--- src/capture_pkg.sv ---
package capture_pkg;

   // Sample format as delivered by the front end.
   localparam int SAMPLE_WIDTH = 3;

   // Samples packed into each RAM word.
   localparam int SAMPLES_PER_WORD = 8;

   localparam int WORD_WIDTH = SAMPLE_WIDTH * SAMPLES_PER_WORD;

   typedef logic [SAMPLE_WIDTH-1:0] sample_t;

   // Oldest sample of a word sits in the top bits.
   typedef logic [WORD_WIDTH-1:0] word_t;

   // Bank operating mode, driven by the controller.
   typedef enum logic {
      MODE_WRITING  = 1'b0,
      MODE_PLAYBACK = 1'b1
   } mode_t;

endpackage

--- src/mem_bank_ram.sv ---
`timescale 1ns/10ps

module mem_bank_ram
   import capture_pkg::*;
#(
   parameter int NUM_WORDS = 64
) (
   input  logic                         clk,
   input  logic [$clog2(NUM_WORDS)-1:0] address,
   input  word_t                        data,
   input  logic                         wren,
   output word_t                        q
);

   word_t mem [NUM_WORDS];

   // Read returns the old contents on a write to the same address.
   always_ff @(posedge clk) begin
      if (wren) begin
         mem[address] <= data;
      end
      q <= mem[address];
   end

endmodule

--- src/sample_decimator.sv ---
`timescale 1ns/10ps

module sample_decimator
   import capture_pkg::*;
#(
   parameter int DECIMATION = 3
) (
   input  logic    clk,
   input  logic    reset,
   input  sample_t sample_in,
   input  logic    sample_strobe,
   output logic    data_available,
   output sample_t data
);

   localparam int COUNT_WIDTH = (DECIMATION > 1) ? $clog2(DECIMATION) : 1;
   localparam logic [COUNT_WIDTH-1:0] LAST_COUNT = COUNT_WIDTH'(DECIMATION - 1);

   logic [COUNT_WIDTH-1:0] strobe_count;
   logic                   keep;

   // First strobe after reset passes, then every DECIMATION-th one.
   assign keep = sample_strobe && (strobe_count == '0);

   always_ff @(posedge clk) begin
      if (reset) begin
         strobe_count   <= '0;
         data_available <= 1'b0;
      end else begin
         data_available <= keep;
         if (sample_strobe) begin
            strobe_count <= (strobe_count == LAST_COUNT) ? '0 : strobe_count + 1'b1;
         end
      end
   end

   // Sample registered alongside the pulse.
   always_ff @(posedge clk) begin
      if (keep) begin
         data <= sample_in;
      end
   end

endmodule

--- src/mem_bank.sv ---
`timescale 1ns/10ps

module mem_bank
   import capture_pkg::*;
#(
   parameter int NUM_WORDS       = 64,
   parameter int SAMPLES_PER_ACQ = 256
) (
   input  logic    clk,
   input  logic    reset,
   input  mode_t   mode,
   input  logic    data_available,
   input  sample_t data_in,
   output logic    ready,
   output logic    frame_start,
   output logic    frame_end,
   output logic    sample_valid,
   output sample_t data_out
);

   localparam int ADDR_WIDTH   = $clog2(NUM_WORDS);
   localparam int ACQ_WIDTH    = $clog2(SAMPLES_PER_ACQ + 1);
   localparam int PLAY_WIDTH   = $clog2(SAMPLES_PER_ACQ);
   localparam int OFFSET_WIDTH = $clog2(SAMPLES_PER_WORD);

   localparam logic [ADDR_WIDTH-1:0]   LAST_ADDR   = ADDR_WIDTH'(NUM_WORDS - 1);
   localparam logic [OFFSET_WIDTH-1:0] LAST_OFFSET = OFFSET_WIDTH'(SAMPLES_PER_WORD - 1);
   localparam logic [OFFSET_WIDTH-1:0] PRIME_OFFSET = OFFSET_WIDTH'(SAMPLES_PER_WORD - 2);
   localparam logic [ACQ_WIDTH-1:0]    ACQ_FULL    = ACQ_WIDTH'(SAMPLES_PER_ACQ);
   localparam logic [PLAY_WIDTH-1:0]   LAST_SAMPLE = PLAY_WIDTH'(SAMPLES_PER_ACQ - 1);
   // Second sample of the last word in a frame.
   localparam logic [PLAY_WIDTH-1:0]   REWIND_AT   =
      PLAY_WIDTH'(SAMPLES_PER_ACQ - SAMPLES_PER_WORD + 1);

   logic [ADDR_WIDTH-1:0]   wr_addr;
   logic [ADDR_WIDTH-1:0]   rd_addr;
   logic [ADDR_WIDTH-1:0]   start_addr;
   logic [ADDR_WIDTH-1:0]   ram_addr;
   logic [OFFSET_WIDTH-1:0] wr_offset;
   logic [OFFSET_WIDTH-1:0] rd_offset;
   logic [ACQ_WIDTH-1:0]    acq_count;
   logic [PLAY_WIDTH-1:0]   play_count;
   word_t                   buffer;
   word_t                   ram_q;
   mode_t                   mode_q;
   logic                    wr_pending;
   logic                    wr_full;
   logic                    ram_wren;
   logic                    streaming;
   logic                    accept;
   logic                    word_done;
   logic                    enter_play;
   logic                    word_load;

   function automatic logic [ADDR_WIDTH-1:0] next_addr(input logic [ADDR_WIDTH-1:0] addr);
      return (addr == LAST_ADDR) ? '0 : addr + 1'b1;
   endfunction

   assign accept     = data_available && (mode == MODE_WRITING);
   assign word_done  = accept && (wr_offset == LAST_OFFSET);
   assign enter_play = (mode == MODE_PLAYBACK) && (mode_q == MODE_WRITING);
   assign word_load  = (mode == MODE_PLAYBACK) && !enter_play && (rd_offset == LAST_OFFSET);
   assign ram_wren   = wr_pending && (mode == MODE_WRITING);
   assign ram_addr   = (mode == MODE_PLAYBACK) ? rd_addr : wr_addr;

   mem_bank_ram #(
      .NUM_WORDS(NUM_WORDS)
   ) ram (
      .clk    (clk),
      .address(ram_addr),
      .data   (buffer),
      .wren   (ram_wren),
      .q      (ram_q)
   );

   always_ff @(posedge clk) begin
      if (reset) begin
         mode_q     <= MODE_WRITING;
         wr_pending <= 1'b0;
         wr_full    <= 1'b0;
         wr_offset  <= '0;
         wr_addr    <= '0;
         start_addr <= '0;
         acq_count  <= '0;
      end else begin
         mode_q     <= mode;
         wr_pending <= word_done;
         wr_full    <= (acq_count == ACQ_FULL);
         if (mode == MODE_PLAYBACK) begin
            wr_offset <= '0;
            acq_count <= '0;
         end else begin
            if (mode_q == MODE_PLAYBACK) begin
               // Next acquisition starts where writing left off.
               start_addr <= wr_addr;
            end
            if (accept) begin
               wr_offset <= (wr_offset == LAST_OFFSET) ? '0 : wr_offset + 1'b1;
               if (acq_count != ACQ_FULL) begin
                  acq_count <= acq_count + 1'b1;
               end
            end
            if (ram_wren) begin
               wr_addr <= next_addr(wr_addr);
               // Ring is full, so the oldest word drops out.
               if (wr_full) begin
                  start_addr <= next_addr(start_addr);
               end
            end
         end
      end
   end

   always_ff @(posedge clk) begin
      if (mode == MODE_PLAYBACK) begin
         if (word_load) begin
            buffer <= ram_q;
         end else begin
            buffer <= {buffer[WORD_WIDTH-SAMPLE_WIDTH-1:0], sample_t'(0)};
         end
      end else if (accept) begin
         buffer <= {buffer[WORD_WIDTH-SAMPLE_WIDTH-1:0], data_in};
      end
   end

   always_ff @(posedge clk) begin
      if (reset) begin
         rd_addr    <= '0;
         rd_offset  <= '0;
         play_count <= '0;
         streaming  <= 1'b0;
      end else if (mode == MODE_WRITING) begin
         streaming <= 1'b0;
      end else if (enter_play) begin
         // First word reaches ram_q two cycles after this reload.
         rd_addr    <= start_addr;
         rd_offset  <= PRIME_OFFSET;
         play_count <= '0;
      end else begin
         rd_offset <= (rd_offset == LAST_OFFSET) ? '0 : rd_offset + 1'b1;
         if (word_load) begin
            streaming <= 1'b1;
         end
         if (streaming) begin
            play_count <= (play_count == LAST_SAMPLE) ? '0 : play_count + 1'b1;
            // Fetch ahead, wrapping to the ring start for the next frame.
            if (rd_offset == OFFSET_WIDTH'(1)) begin
               rd_addr <= (play_count == REWIND_AT) ? start_addr : next_addr(rd_addr);
            end
         end
      end
   end

   assign ready        = (mode == MODE_WRITING) && (acq_count == ACQ_FULL);
   assign sample_valid = (mode == MODE_PLAYBACK) && streaming;
   assign frame_start  = sample_valid && (play_count == '0);
   assign frame_end    = sample_valid && (play_count == LAST_SAMPLE);
   assign data_out     = buffer[WORD_WIDTH-1 -: SAMPLE_WIDTH];

endmodule

--- src/acq_controller.sv ---
`timescale 1ns/10ps

module acq_controller
   import capture_pkg::*;
#(
   parameter int NUM_REPLAYS = 2
) (
   input  logic  clk,
   input  logic  reset,
   input  logic  trigger,
   input  logic  ready,
   input  logic  frame_end,
   output mode_t mode,
   output logic  playing
);

   localparam int COUNT_WIDTH = (NUM_REPLAYS > 1) ? $clog2(NUM_REPLAYS) : 1;
   localparam logic [COUNT_WIDTH-1:0] LAST_REPLAY = COUNT_WIDTH'(NUM_REPLAYS - 1);

   typedef enum logic [1:0] {
      ST_ARMED,
      ST_PLAYBACK,
      ST_RETURN
   } state_t;

   state_t                 state;
   state_t                 state_next;
   logic [COUNT_WIDTH-1:0] replay_count;
   logic                   last_frame;

   assign last_frame = (replay_count == LAST_REPLAY);

   always_comb begin
      state_next = state;
      case (state)
         ST_ARMED: begin
            if (trigger && ready) begin
               state_next = ST_PLAYBACK;
            end
         end
         ST_PLAYBACK: begin
            if (frame_end && last_frame) begin
               state_next = ST_RETURN;
            end
         end
         ST_RETURN: begin
            // Wait for the bank to drop ready before arming again.
            if (!ready) begin
               state_next = ST_ARMED;
            end
         end
         default: begin
            state_next = ST_ARMED;
         end
      endcase
   end

   always_ff @(posedge clk) begin
      if (reset) begin
         state        <= ST_ARMED;
         replay_count <= '0;
      end else begin
         state <= state_next;
         if (state != ST_PLAYBACK) begin
            replay_count <= '0;
         end else if (frame_end) begin
            replay_count <= last_frame ? '0 : replay_count + 1'b1;
         end
      end
   end

   assign mode    = (state == ST_PLAYBACK) ? MODE_PLAYBACK : MODE_WRITING;
   assign playing = (state == ST_PLAYBACK);

endmodule

--- src/capture_top.sv ---
`timescale 1ns/10ps

module capture_top
   import capture_pkg::*;
#(
   parameter int NUM_WORDS       = 64,
   parameter int SAMPLES_PER_ACQ = 256,
   parameter int DECIMATION      = 3,
   parameter int NUM_REPLAYS     = 2
) (
   input  logic    clk,
   input  logic    reset,
   input  sample_t sample_in,
   input  logic    sample_strobe,
   input  logic    trigger,
   output sample_t sample_out,
   output logic    sample_valid,
   output logic    frame_start,
   output logic    frame_end,
   output logic    ready,
   output logic    playing
);

   logic    data_available;
   sample_t dec_data;
   mode_t   mode;

   sample_decimator #(
      .DECIMATION(DECIMATION)
   ) decimator (
      .clk           (clk),
      .reset         (reset),
      .sample_in     (sample_in),
      .sample_strobe (sample_strobe),
      .data_available(data_available),
      .data          (dec_data)
   );

   acq_controller #(
      .NUM_REPLAYS(NUM_REPLAYS)
   ) controller (
      .clk      (clk),
      .reset    (reset),
      .trigger  (trigger),
      .ready    (ready),
      .frame_end(frame_end),
      .mode     (mode),
      .playing  (playing)
   );

   // Ready and frame_end also feed the controller.
   mem_bank #(
      .NUM_WORDS      (NUM_WORDS),
      .SAMPLES_PER_ACQ(SAMPLES_PER_ACQ)
   ) bank (
      .clk           (clk),
      .reset         (reset),
      .mode          (mode),
      .data_available(data_available),
      .data_in       (dec_data),
      .ready         (ready),
      .frame_start   (frame_start),
      .frame_end     (frame_end),
      .sample_valid  (sample_valid),
      .data_out      (sample_out)
   );

endmodule

--- config.mk ---
export PLATFORM = sky130hd
export DESIGN_NAME = capture_top
export DESIGN_NICKNAME = d
export VERILOG_FILES = /design/src/capture_pkg.sv /design/src/mem_bank_ram.sv /design/src/sample_decimator.sv /design/src/mem_bank.sv /design/src/acq_controller.sv /design/src/capture_top.sv
export SDC_FILE = /design/constraint.sdc
export NUM_CORES = 1
export LEC_CHECK = 0
export BUFFER_PORTS_ARGS = -buffer_cell sky130_fd_sc_hd__buf_2
export CAP_MARGIN = 10
export CORE_ASPECT_RATIO = 1.4
export CORE_MARGIN = 8
export CORE_UTILIZATION = 30
export DETAILED_ROUTE_END_ITERATION = 8
export GPL_ROUTABILITY_DRIVEN = 1
export MAX_ROUTING_LAYER = met4
export PLACE_DENSITY = 0.52
export SLEW_MARGIN = 20
export SYNTH_ARGS = -nofsm -noshare
export SYNTH_HDL_FRONTEND = slang
export SYNTH_SLANG_ARGS = --single-unit
export TNS_END_PERCENT = 30
--- constraint.sdc ---
create_clock -name clk -period 4.4 [get_ports clk]
set_input_delay 0.88 -clock clk [delete_from_list [all_inputs] [get_ports clk]]
set_output_delay 0.88 -clock clk [all_outputs]
set_load 0.01 [all_outputs]
==> summary.txt <==
outcome - finished, final reports clean
Hold Buf Count CTS - 0
fmax - 252 MHz
Final setup viols - 0
ranking of synthesized cells by area - edfxtp_1 77%, a222oi_1 5.4%, mux2_2 4.2%
clock share of power - 42.7%
Critical Path RT - 5.03 ns
final worst slack - 0.430 ns
post-layout min period - 3.97 ns
GRT Total Usage - 18.0%
Sw Share - 20.0%
Pre-antenna DRT Iters - 9
share of the synthesized area in the top cell type - 76.9%
Area growth syn-to-layout - 17.1%
internal power - 24.2 mW
Cells after Synth - 3,432
RSZ-0062 raised after global routing - no
global-route wire length before repair - 275 mm
Design Area, Final - 71,500 um2
synth warn - 0
GPL Wtd Cong - 0.897
number of synthesized flops with an enable pin - 1,563
post-route clock skew - 0.0864 ns
Min-Delay Path Class - in2reg
CP max FO - 57
distinct cell type count after synthesis - 69
CTS resizes - 0
clock slew at reported path FFs - 0.06 ns
chip width - 397 um
largest net degree at the start of global routing - 66
dpl hpwl - 124 mm
Chip Height - 550 um
final period utilization - 90.2%
static leakage - 22.6 nW
CTS root buf - clkbuf_16
Via Count - 35,700
Setup CP Type - reg2reg
routed len/inst - 30.7 um
Top Ports - 15
Slew headroom - 12.2%
Synth Flop Type - edfxtp_1
Post-synth ARST share - 0%
power share of the combinational group - 0.9%
CTS tree - built
Tightest Pin Transition - 1.31 ns
final std cells w/o fill - 6,482
register bit total from synthesis - 1,638
Antenna Nets Post-Route - 0
Clk Latency, worst-skew pair - 0.83 ns
instance area at placement - 66,700 um2
final max-slew violation count - 0
layout cells sized above 1 - 22.4%
pre-CTS setup slack - 0.456 ns
vias in the first global route - 35,100
placed insts - 6,192
PD cells - 423 nW/um2
P_sw - 6.05 mW
Startpoint Class - flip-flop
core area - 203,000 um2
Worst EP arrival - 4.60 ns
mean post-synth cell area - 17.8 um2
Worst setup EP type - flip-flop
Max clock buf depth - 4
Max IR drop VDD - 0.000271 V
Synth area leader - edfxtp_1
Hold Vio Cnt, Final - 0
DRC viols - 0
fin nets - 3,699
H-tree depth - 4
PortBufs - 14
Syn Nets - 3,452
Max-Cap Viols - 0
commonest non-fill, non-tap cells in the layout - 1,563 x edfxtp_1, 330 x a222oi_1, 253 x nand2_1, 245 x buf_4, 225 x mux2_2
initial antenna violation count - 11
Initial Util - 30.1%
part of the power in registers - 56.4%
Post-CTS Setup Repair Bufs - 0
drt via density - 5.50
DIE AREA - 218,000 um2
hold_ws - 0.253 ns
r2r setup slk - 0.43 ns
Rows - 196
total global routing overflow - 0
Synth Cell Area - 61,000 um2
CTS buffer count - 156
register area share after synthesis - 79.4%
Clock Sinks - 1,638
commonest non-fill, non-tap cell in the layout - edfxtp_1
drt first-iter violations - 4,759
final wirelength - 199 mm
==> state kept, by name, indices dropped and copies added, names as in the netlist, 3 cells and up <==
signal           cells
bank.rd_addr         6
bank.wr_addr         6
bank.acq_count       9
bank.rd_offset       3
bank.wr_offset       3
bank.ram.mem      1536
bank.ram.q          24
decimator.data       3
bank.buffer         24
bank.play_count      8
bank.start_addr      6
==> through the flow <==
step / total power, mW / setup TNS (ns) / utilization, %
finish: 30.2 / 0 / 35.2
global placement: 17.6 / -1.12 / 32.8
floorplan: 17.5 / 0 / -
detailed placement: 17.7 / 0 / 32.9
CTS: 30.4 / 0 / 35.2
global route: 30.9 / 0 / 35.2
==> path summary, 6_finish.rpt <==
check,from,to,cells past startpoint
hold reg to reg,decimator.strobe_count[0],decimator.strobe_count[0],2
setup / recovery,controller.state[0],bank.ram.q[11],10
setup reg to reg,controller.state[0],bank.ram.q[11],10
hold / removal,sample_in[0],decimator.data[0],1
==> cell usage after synthesis (5+ instances only) <==
cell type / instances
edfxtp_1: 1563
a222oi_1: 330
nand2_1: 253
mux2_2: 225
nor2_1: 131
clkbuf_1: 107
a31oi_1: 106
a21oi_1: 97
dfxtp_1: 75
buf_2: 67
a22oi_1: 49
a22o_1: 39
buf_1: 37
nor4_1: 35
mux2i_1: 32
o21ai_0: 28
nor3_1: 23
inv_1: 16
o22ai_1: 16
a221oi_1: 15
nand2b_1: 15
nand3_1: 14
ha_1: 13
buf_4: 12
or4_1: 12
and3_1: 11
xnor2_1: 9
nand4_1: 7
a211oi_1: 6
o211ai_1: 6
or2_2: 6
o211a_1: 5
==> power groups by stage <==
stage / Combinational (mW) / Sequential (mW) / Clock [mW]
floorplan: 0.0334 / 17.4 / 0
global placement: 0.251 / 17.4 / 0
detailed placement: 0.266 / 17.4 / 0
CTS: 0.267 / 17.1 / 13.1
global route: 0.285 / 17.0 / 13.6
finish: 0.274 / 17.0 / 12.9
==> worst max-delay path, stage by stage, from the launching register on <==
cell	delay, ns
dfxtp_1	0.46
nand2b_2	0.17
buf_4	0.26
a21oi_4	0.40
buf_12	0.37
buf_4	0.32
mux2_2	0.37
a222oi_1	0.31
a21oi_1	0.16
nor4_2	0.79
nand2_1	0.11
==> layer usage <==
layer  routed length [um]  vias to the layer above  GRT usage, %
met2                99900                     1609          30.4
met4                13400                        0          10.9
met3                11700                      430          2.13
met5                    0                        -             -
li1                     -                    14800             -
met1                74200                    18800          20.7
==> kinds of logic after synthesis <==
kind of cell,Yosys count,share of synthesized area (%)
buf+inv,244,1.78
fa+ha+maj,13,0.266
flops,1638,79.4
mux,257,4.68
compound gates,730,9.78
simple gates,537,3.96
xor+xnor,13,0.187
==> final cells by class <==
cell class / instances / area (um2)
Fill cell: 19200 / 132000
Sequential cell: 1638 / 48400
Clock buffer: 204 / 4150
Clock inverter: 66 / 557
Timing Repair Buffer: 316 / 3030
Multi-Input combinational cell: 1550 / 11800
Antenna cell: 18 / 45.0
Inverter: 17 / 76.3
Tap cell: 2673 / 3340
Note: power is estimated with default switching activity, not from simulation.
